--- config.mk ---
export PLATFORM = sky130hd
export DESIGN_NAME = cache_be_top
export DESIGN_NICKNAME = d
export VERILOG_FILES = /design/src/cache_be_pkg.sv /design/src/cache_be_write_buffer.sv /design/src/cache_be_write_channel.sv /design/src/cache_be_read_channel.sv /design/src/cache_be_back_end.sv /design/src/cache_be_top.sv
export SDC_FILE = /design/constraint.sdc
export NUM_CORES = 1
export LEC_CHECK = 0
export BUFFER_PORTS_ARGS = -buffer_cell sky130_fd_sc_hd__buf_2
export CAP_MARGIN = 20
export CORE_MARGIN = 5
export CORE_UTILIZATION = 55
export CTS_CLUSTER_DIAMETER = 80
export DETAILED_ROUTE_END_ITERATION = 10
export GPL_TIMING_DRIVEN = 0
export PLACE_DENSITY = 0.81
export SLEW_MARGIN = 10
export SYNTH_ARGS = -nofsm -noshare
export SYNTH_HDL_FRONTEND = slang
export SYNTH_HIERARCHICAL = 1
export SYNTH_SLANG_ARGS = --single-unit
--- constraint.sdc ---
create_clock -name clk_i -period 3.7 [get_ports clk_i]
set_input_delay 0.555 -clock clk_i [delete_from_list [all_inputs] [get_ports clk_i]]
set_output_delay 0.555 -clock clk_i [all_outputs]
set_load 0.005 [all_outputs]
--- src/cache_be_pkg.sv ---
package cache_be_pkg;

   // ~~~~~~~~~~~~~~~~~~~~~~~~~~~~~~
   // widths
   // ~~~~~~~~~~~~~~~~~~~~~~~~~~~~~~
   localparam int ADDR_W = 32;   // byte address, front and back end.
   localparam int DATA_W = 32;   // one memory word.
   localparam int NBYTES = DATA_W / 8;

   typedef logic [ADDR_W-1:0] addr_t;
   typedef logic [DATA_W-1:0] word_t;
   typedef logic [NBYTES-1:0] strb_t;

   // ~~~~~~~~~~~~~~~~~~~~~~~~~~~~~~
   // bundles
   // ~~~~~~~~~~~~~~~~~~~~~~~~~~~~~~
   // one pending write-through word.
   typedef struct packed {
      addr_t addr;   // word aligned.
      word_t data;
      strb_t strb;
   } wr_entry_t;

   // request toward memory, zero wstrb is a read.
   typedef struct packed {
      logic  avalid;
      addr_t addr;
      word_t wdata;
      strb_t wstrb;
   } be_req_t;

   // ~~~~~~~~~~~~~~~~~~~~~~~~~~~~~~
   // fsm states
   // ~~~~~~~~~~~~~~~~~~~~~~~~~~~~~~
   typedef enum logic {
      WR_IDLE,
      WR_SEND
   } wr_state_t;

   typedef enum logic [1:0] {
      RD_IDLE,
      RD_REQ,
      RD_WAIT,
      RD_DONE
   } rd_state_t;

endpackage

--- src/cache_be_write_buffer.sv ---
`timescale 1ns/1ps

module cache_be_write_buffer import cache_be_pkg::*; #(
   parameter int BUF_DEPTH = 4
) (
   input  logic      clk_i,
   input  logic      reset_i,

   input  logic      push_i,
   input  wr_entry_t push_entry_i,
   output logic      full_o,
   output logic      empty_o,

   input  logic      pop_i,
   output wr_entry_t head_o,
   output logic      head_valid_o
);

   localparam int PTR_W = (BUF_DEPTH > 1) ? $clog2(BUF_DEPTH) : 1;
   localparam int CNT_W = $clog2(BUF_DEPTH + 1);

   wr_entry_t        mem_q [BUF_DEPTH];
   logic [PTR_W-1:0] wr_ptr_q;
   logic [PTR_W-1:0] rd_ptr_q;
   logic [CNT_W-1:0] count_q;

   assign empty_o      = (count_q == '0);
   assign full_o       = (count_q == CNT_W'(BUF_DEPTH));
   assign head_valid_o = ~empty_o;
   assign head_o       = mem_q[rd_ptr_q];   // fall-through head.

   // ~~~~~~~~~~~~~~~~~~~~~~~~~~~~~~
   // storage
   // ~~~~~~~~~~~~~~~~~~~~~~~~~~~~~~
   always_ff @(posedge clk_i) begin
      if (push_i) begin
         mem_q[wr_ptr_q] <= push_entry_i;
      end
   end

   // ~~~~~~~~~~~~~~~~~~~~~~~~~~~~~~
   // pointers and occupancy
   // ~~~~~~~~~~~~~~~~~~~~~~~~~~~~~~
   always_ff @(posedge clk_i) begin
      if (reset_i) begin
         wr_ptr_q <= '0;
         rd_ptr_q <= '0;
         count_q  <= '0;
      end else begin
         if (push_i) begin
            wr_ptr_q <= wr_ptr_q + 1'b1;   // wraps, depth is a power of two.
         end
         if (pop_i) begin
            rd_ptr_q <= rd_ptr_q + 1'b1;
         end
         case ({push_i, pop_i})
            2'b10:   count_q <= count_q + 1'b1;
            2'b01:   count_q <= count_q - 1'b1;
            default: count_q <= count_q;
         endcase
      end
   end

   // top level and write channel must qualify their strobes.
   a_no_overflow: assert property (
      @(posedge clk_i) disable iff (reset_i)
      !(push_i && full_o) && !(pop_i && empty_o)
   ) else $error("write buffer push on full or pop on empty");

endmodule

--- src/cache_be_write_channel.sv ---
`timescale 1ns/1ps

module cache_be_write_channel import cache_be_pkg::*; (
   input  logic      clk_i,
   input  logic      reset_i,

   // buffer head
   input  wr_entry_t head_i,
   input  logic      head_valid_i,
   output logic      pop_o,

   // back-end request
   output be_req_t   be_req_o,
   input  logic      be_ack_i,
   output logic      busy_o
);

   wr_state_t state_q;
   wr_state_t state_d;
   wr_entry_t req_q;

   // load on idle, or right behind an accepted word.
   assign pop_o  = head_valid_i && ((state_q == WR_IDLE) || be_ack_i);
   assign busy_o = (state_q == WR_SEND);

   assign be_req_o.avalid = (state_q == WR_SEND);
   assign be_req_o.addr   = req_q.addr;
   assign be_req_o.wdata  = req_q.data;
   assign be_req_o.wstrb  = req_q.strb;

   // ~~~~~~~~~~~~~~~~~~~~~~~~~~~~~~
   // fsm
   // ~~~~~~~~~~~~~~~~~~~~~~~~~~~~~~
   always_comb begin
      state_d = state_q;
      case (state_q)
         WR_IDLE: begin
            if (head_valid_i) begin
               state_d = WR_SEND;
            end
         end
         WR_SEND: begin
            if (be_ack_i && !head_valid_i) begin
               state_d = WR_IDLE;   // nothing queued behind it.
            end
         end
         default: state_d = WR_IDLE;
      endcase
   end

   always_ff @(posedge clk_i) begin
      if (reset_i) begin
         state_q <= WR_IDLE;
      end else begin
         state_q <= state_d;
      end
   end

   always_ff @(posedge clk_i) begin
      if (pop_o) begin
         req_q <= head_i;
      end
   end

   // a front-end entry with no byte enabled would look like a read.
   a_strb_nonzero: assert property (
      @(posedge clk_i) disable iff (reset_i)
      be_req_o.avalid |-> (be_req_o.wstrb != '0)
   ) else $error("write request with zero strobe");

endmodule

--- src/cache_be_read_channel.sv ---
`timescale 1ns/1ps

module cache_be_read_channel import cache_be_pkg::*; #(
   parameter int WORD_OFFSET_W = 2
) (
   input  logic                     clk_i,
   input  logic                     reset_i,

   // replacement port
   input  logic                     replace_valid_i,
   input  addr_t                    replace_addr_i,
   input  logic                     start_ok_i,
   output logic                     replace_o,
   output logic                     read_valid_o,
   output logic [WORD_OFFSET_W-1:0] read_addr_o,
   output word_t                    read_rdata_o,

   // back-end request
   output be_req_t                  be_req_o,
   input  logic                     be_ack_i,
   input  logic                     be_rvalid_i,
   input  word_t                    be_rdata_i
);

   localparam int BOFF_W     = $clog2(NBYTES);
   localparam int LINE_OFF_W = WORD_OFFSET_W + BOFF_W;

   rd_state_t                      state_q;
   rd_state_t                      state_d;
   logic [ADDR_W-LINE_OFF_W-1:0]   line_q;
   logic [WORD_OFFSET_W-1:0]       idx_q;
   logic                           start;
   logic                           last_word;

   assign start     = (state_q == RD_IDLE) && replace_valid_i && start_ok_i;
   assign last_word = &idx_q;

   assign replace_o    = (state_q == RD_REQ) || (state_q == RD_WAIT);
   assign read_valid_o = (state_q == RD_WAIT) && be_rvalid_i;
   assign read_addr_o  = idx_q;
   assign read_rdata_o = be_rdata_i;

   assign be_req_o.avalid = (state_q == RD_REQ);
   assign be_req_o.addr   = {line_q, idx_q, {BOFF_W{1'b0}}};   // base plus idx*4.
   assign be_req_o.wdata  = '0;
   assign be_req_o.wstrb  = '0;

   // ~~~~~~~~~~~~~~~~~~~~~~~~~~~~~~
   // fsm
   // ~~~~~~~~~~~~~~~~~~~~~~~~~~~~~~
   always_comb begin
      state_d = state_q;
      case (state_q)
         RD_IDLE: begin
            if (start) begin
               state_d = RD_REQ;
            end
         end
         RD_REQ: begin
            if (be_ack_i) begin
               state_d = RD_WAIT;
            end
         end
         RD_WAIT: begin
            if (be_rvalid_i) begin
               state_d = last_word ? RD_DONE : RD_REQ;
            end
         end
         // one cycle for the cache to drop its request.
         RD_DONE: state_d = RD_IDLE;
         default: state_d = RD_IDLE;
      endcase
   end

   always_ff @(posedge clk_i) begin
      if (reset_i) begin
         state_q <= RD_IDLE;
         idx_q   <= '0;
      end else begin
         state_q <= state_d;
         if (state_q == RD_IDLE) begin
            idx_q <= '0;
         end else if (read_valid_o) begin
            idx_q <= idx_q + 1'b1;   // wraps after the last word.
         end
      end
   end

   always_ff @(posedge clk_i) begin
      if (start) begin
         line_q <= replace_addr_i[ADDR_W-1:LINE_OFF_W];
      end
   end

   a_rvalid_in_wait: assert property (
      @(posedge clk_i) disable iff (reset_i)
      be_rvalid_i |-> (state_q == RD_WAIT)
   ) else $error("read data outside of wait state");

endmodule

--- src/cache_be_back_end.sv ---
`timescale 1ns/1ps

module cache_be_back_end import cache_be_pkg::*; #(
   parameter int WORD_OFFSET_W = 2
) (
   input  logic                     clk_i,
   input  logic                     reset_i,

   // write buffer
   input  wr_entry_t                head_i,
   input  logic                     head_valid_i,
   output logic                     pop_o,
   input  logic                     buf_empty_i,

   // cache-line replacement
   input  logic                     replace_valid_i,
   input  addr_t                    replace_addr_i,
   output logic                     replace_o,
   output logic                     read_valid_o,
   output logic [WORD_OFFSET_W-1:0] read_addr_o,
   output word_t                    read_rdata_o,

   // memory
   output be_req_t                  mem_req_o,
   input  logic                     mem_ready_i,
   input  logic                     mem_rvalid_i,
   input  word_t                    mem_rdata_i
);

   be_req_t rd_req;
   be_req_t wr_req;
   logic    wr_busy;
   logic    wr_head_valid;
   logic    start_ok;
   logic    sel_rd;
   logic    accept;
   logic    rd_ack;
   logic    wr_ack;
   logic    rd_owner_q;
   logic    rd_rvalid;

   // fill waits for every buffered write to be accepted.
   assign start_ok      = buf_empty_i & ~wr_busy;
   assign wr_head_valid = head_valid_i & ~replace_o;   // writes held during a fill.

   // ~~~~~~~~~~~~~~~~~~~~~~~~~~~~~~
   // request mux and acknowledge
   // ~~~~~~~~~~~~~~~~~~~~~~~~~~~~~~
   assign sel_rd    = rd_req.avalid;
   assign mem_req_o = sel_rd ? rd_req : wr_req;
   assign accept    = mem_req_o.avalid & mem_ready_i;
   assign rd_ack    = accept & sel_rd;
   assign wr_ack    = accept & ~sel_rd;

   always_ff @(posedge clk_i) begin
      if (reset_i) begin
         rd_owner_q <= 1'b0;
      end else if (accept) begin
         rd_owner_q <= sel_rd;   // owner of the last accepted request.
      end
   end

   assign rd_rvalid = mem_rvalid_i & rd_owner_q;

   cache_be_read_channel #(
      .WORD_OFFSET_W(WORD_OFFSET_W)
   ) read_fsm (
      .clk_i          (clk_i),
      .reset_i        (reset_i),
      .replace_valid_i(replace_valid_i),
      .replace_addr_i (replace_addr_i),
      .start_ok_i     (start_ok),
      .replace_o      (replace_o),
      .read_valid_o   (read_valid_o),
      .read_addr_o    (read_addr_o),
      .read_rdata_o   (read_rdata_o),
      .be_req_o       (rd_req),
      .be_ack_i       (rd_ack),
      .be_rvalid_i    (rd_rvalid),
      .be_rdata_i     (mem_rdata_i)
   );

   cache_be_write_channel write_fsm (
      .clk_i       (clk_i),
      .reset_i     (reset_i),
      .head_i      (head_i),
      .head_valid_i(wr_head_valid),
      .pop_o       (pop_o),
      .be_req_o    (wr_req),
      .be_ack_i    (wr_ack),
      .busy_o      (wr_busy)
   );

endmodule

--- src/cache_be_top.sv ---
`timescale 1ns/1ps

module cache_be_top import cache_be_pkg::*; #(
   parameter int WORD_OFFSET_W = 2,
   parameter int BUF_DEPTH     = 4
) (
   input  logic                     clk_i,
   input  logic                     reset_i,

   // front-end write-through port
   input  logic                     write_valid_i,
   input  wr_entry_t                write_entry_i,
   output logic                     write_ready_o,

   // cache-line replacement
   input  logic                     replace_valid_i,
   input  addr_t                    replace_addr_i,
   output logic                     replace_o,
   output logic                     read_valid_o,
   output logic [WORD_OFFSET_W-1:0] read_addr_o,
   output word_t                    read_rdata_o,

   // memory
   output be_req_t                  mem_req_o,
   input  logic                     mem_ready_i,
   input  logic                     mem_rvalid_i,
   input  word_t                    mem_rdata_i
);

   wr_entry_t buf_head;
   logic      buf_valid;
   logic      buf_pop;
   logic      buf_push;
   logic      buf_full;
   logic      buf_empty;

   assign write_ready_o = ~buf_full;
   assign buf_push      = write_valid_i & ~buf_full;

   cache_be_write_buffer #(
      .BUF_DEPTH(BUF_DEPTH)
   ) write_buf (
      .clk_i       (clk_i),
      .reset_i     (reset_i),
      .push_i      (buf_push),
      .push_entry_i(write_entry_i),
      .full_o      (buf_full),
      .empty_o     (buf_empty),
      .pop_i       (buf_pop),
      .head_o      (buf_head),
      .head_valid_o(buf_valid)
   );

   cache_be_back_end #(
      .WORD_OFFSET_W(WORD_OFFSET_W)
   ) back_end (
      .clk_i          (clk_i),
      .reset_i        (reset_i),
      .head_i         (buf_head),
      .head_valid_i   (buf_valid),
      .pop_o          (buf_pop),
      .buf_empty_i    (buf_empty),
      .replace_valid_i(replace_valid_i),
      .replace_addr_i (replace_addr_i),
      .replace_o      (replace_o),
      .read_valid_o   (read_valid_o),
      .read_addr_o    (read_addr_o),
      .read_rdata_o   (read_rdata_o),
      .mem_req_o      (mem_req_o),
      .mem_ready_i    (mem_ready_i),
      .mem_rvalid_i   (mem_rvalid_i),
      .mem_rdata_i    (mem_rdata_i)
   );

endmodule

==> impl_metrics.csv <==
group,metric,value,unit
power_and_ir_drop,power.leakage,6.76,nW
clock_network,clk_pin_slew,0.06,ns
logic_synthesis,synth_edf_count,368,
placement,gp_congestion,0.727,
drt,wl_met3,1.78,mm
floorplanning,rows,61,
logic_synthesis,synth_most_common_cell,"edfxtp_1",
logic_synthesis,yosys_most_used_dff,"edfxtp_1",
setup_path,r2r_end,"write_buf/count_q[2]",
logic_synthesis,synthTopCellsByCount,"edfxtp_1, buf_4, mux2_4, mux4_2, dfxtp_1",
setup_path,end_kind,"flip-flop",
logic_synthesis,synth_area,15300,um^2
status,status,"complete, no violations",
logic_synthesis,synth_top_area_cell,"edfxtp_1",
power_and_ir_drop,power.total,0.0135,W
hold_path,holdCritPathClass,"in2reg",
setup_path,crit_type,"reg2reg",
logic_synthesis,seq_area_frac_synth,74.2,%
global_route,grt_pass1_wl,43.4,mm
clock_network,insertion_delay,0.52,ns
clock_network,clk_path_buf_depth,3,
clock_network,numClockSinks,383,
logic_synthesis,async_flop_share,0,%
drt,wl_met1,11.2,mm
setup_path,r2r-start,"back_end/read_fsm/state_q[1]",
floorplanning,initial_core_util,55.4,%
job,cap_violations,0,
setup_path,endpoint,"write_buf/count_q[2]",
drt,route.detailed.drc,0,
setup_path,start_kind,"flip-flop",
timing,fin_worst_skew,0.00873,ns
drt,wl,28.2,mm
finish,fillCellCount,1858,
logic_synthesis,yosysWarnings,6,
setup_path,critical_path.max_fanout,36,
power_and_ir_drop,p_per_area,737,nW/um^2
clock_network,hold_buffers,0,
setup_path,worstPathArrival,3.81,ns
timing,postLayoutSetupSlackWorst,0.337,ns
global_route,antenna_found_initial,2,
floorplanning,die_height,177,um
finish,stdcell_count,1395,
timing,max-slew-margin-rel,29.9,%
clock_network,cts_setup_buffers,0,
floorplanning,die-area,31300,um^2
timing,finalCriticalPeriod,3.36,ns
global_route,grtUsageTotal,18.3,%
logic_synthesis,synth-seq-cells,383,
global_route,grt_max_degree,51,
logic_synthesis,synth_area_leaders,"edfxtp_1, mux4_2, mux2_4",
placement,dp_cells,1321,
floorplanning,core,27600,um^2
drt,wl_per_cell,20.2,um
timing,fmax,0.297,GHz
timing,setup_viol,0,
finish,nets,1135,
power_and_ir_drop,ir_worst_vdd,0.000522,V
timing,setup_tns,0,ns
floorplanning,ioPinCount,244,
finish,drive_gt1_share,50.1,%
logic_synthesis,synthesis.instances,695,
drt,antenna_left,0,
global_route,grt_pass1_vias,7645,
drt,top_layer,"met5",
timing,fin_crit_sh,90.9,%
logic_synthesis,synth_cell_types,40,
drt,drtPass1Iterations,4,
setup_path,ff2ff_path_depth,13,
clock_network,root_buffer,"clkbuf_16",
drt,vias,7106,
setup_path,required,4.15,ns
drt,viasPerCell,5.09,
global_route,gr-total-overflow,0,
drt,drtIter0Drc,353,
timing,slew_viol_final,0,
clock_network,cts_tree,"done",
timing,hold_slack,0.210,ns
drt,dr_wl_met2,14.8,mm
placement,place_ws,-0.0276,ns
clock_network,cts_buffers,40,
clock_network,cts_resized,0,
setup_path,startpoint,"back_end/read_fsm/state_q[1]",
floorplanning,die_w,177,um
timing,worstMarginPinSlew,1.05,ns
finish,synthToLayoutAreaGrowth,19.7,%
logic_synthesis,syn_avg_cell_area,22.0,um^2
placement,portBuffers,207,
clock_network,h-tree-depth,2,
timing,rsz0062_at_grt,"false",
placement,hpwl,17.2,mm
logic_synthesis,netlist.area_leader.share,72.2,%
setup_path,reg2reg_slack,0.34,ns
timing,hold_viol,0,
## metal layers
layer	GRT usage, %	vias to the layer above
met4	4.19	4
met2	32.5	218
met1	23.5	3591
met5	0	-
li1	-	3250
met3	3.72	43
## where the power goes
part | total [W] | switching [W] | leakage [nW] | internal, W
clock network | 0.00376 | 0.00156 | 0.598 | 0.00220
logic | 0.00365 | 0.00178 | 2.64 | 0.00187
registers | 0.00610 | 0.000231 | 3.51 | 0.00587
total | 0.0135 | 0.00357 | 6.76 | 0.00994
## kinds of logic (layout without fill, tap and decap cells)
logic type / after synthesis / in the layout / synth area share [%]
AO/OA/AOI/OAI: 11 / 11 / 0.580
XOR/XNOR: 6 / 6 / 0.343
adder cells (fa/ha/maj): 11 / 11 / 0.948
buffers and inverters: 110 / 392 / 5.78
flip-flops: 383 / 383 / 74.2
multiplexers: 138 / 138 / 16.8
other: 1 / 40 / 0.0245
AND/OR/NAND/NOR: 35 / 36 / 1.35
## per-stage QoR
step                      instance area (um^2)  util (%)
after floorplan                          15400         -
after global placement                   17000      61.4
after detailed placement                 17100      61.8
after CTS                                18300      66.3
after global routing                     18300      66.3
final                                    18300      66.3
## layout make-up
type	instances	area [um^2]	share of cell area (%)
diodes	2	5.00	0.0273
plain buffers	98	840	4.58
clock buffers	48	1030	5.63
clock inverters	23	203	1.11
inverters	12	45.0	0.246
multi-input cells	240	3230	17.6
flip-flops and latches	383	11400	62.0
well taps	378	473	2.58
repair buffers	211	1150	6.26
## sequential cells by signal, indices dropped and copies added (netlist names), named ones only
name	cells
back_end/rd_owner_q	1
write_buf/rd_ptr_q	2
back_end/read_fsm/line_q	28
back_end/read_fsm/state_q	2
write_buf/mem_q	272
back_end/read_fsm/read_addr_o	2
back_end/write_fsm/be_req_o	68
write_buf/wr_ptr_q	2
write_buf/count_q	3
back_end/write_fsm/busy_o	1
## worst max-delay path, stage by stage (launching register included)
cell      delay [ns]
dfxtp_1         0.40
inv_1           0.11
ha_1            0.22
buf_6           0.18
buf_12          0.17
nor2_1          0.11
nand2b_4        0.15
and2_4          0.56
ha_1            0.32
inv_1           0.07
fa_1            0.37
xor2_1          0.15
or3_1           0.30
a21oi_1         0.14
## worst min-delay path by stage
stage	slack [ns]	endpoint	depth (start not counted)	startpoint
6_report	0.21	back_end/read_fsm/line_q[11]	1	replace_addr_i[15]
5_1_grt	0.18	back_end/read_fsm/line_q[25]	1	replace_addr_i[29]
4_1_cts	0.18	back_end/read_fsm/line_q[25]	1	replace_addr_i[29]
3_5_place_dp	0.50	write_buf/count_q[2]	2	write_buf/count_q[2]
3_3_place_gp	0.49	write_buf/count_q[2]	2	write_buf/count_q[2]
2_1_floorplan	0.46	write_buf/count_q[2]	2	write_buf/count_q[2]
## cell usage in the layout, fill, tap and decap left out, types with 2 or more instances in the layout
cell type / Yosys / layout
a21oi_1: 2 / 2
and2_2: 1 / 2
and2_4: 1 / 5
buf_12: 10 / 10
buf_16: 0 / 4
buf_2: 4 / 211
buf_4: 77 / 77
buf_6: 2 / 2
bufinv_16: 0 / 3
clkbuf_1: 5 / 13
clkbuf_16: 0 / 40
clkinv_1: 0 / 9
clkinv_2: 0 / 6
clkinvlp_4: 0 / 2
conb_1: 1 / 38
dfxtp_1: 15 / 15
diode_2: 0 / 2
edfxtp_1: 368 / 368
ha_1: 10 / 10
inv_1: 12 / 12
mux2_4: 68 / 68
mux2i_1: 2 / 2
mux4_2: 68 / 68
nand2_1: 4 / 4
nand2b_4: 2 / 2
nor2_1: 10 / 10
nor2b_1: 3 / 3
nor3_1: 2 / 2
or3_1: 2 / 2
xnor2_1: 2 / 2
xor2_1: 4 / 4
Power figures use the tool's default switching activity.
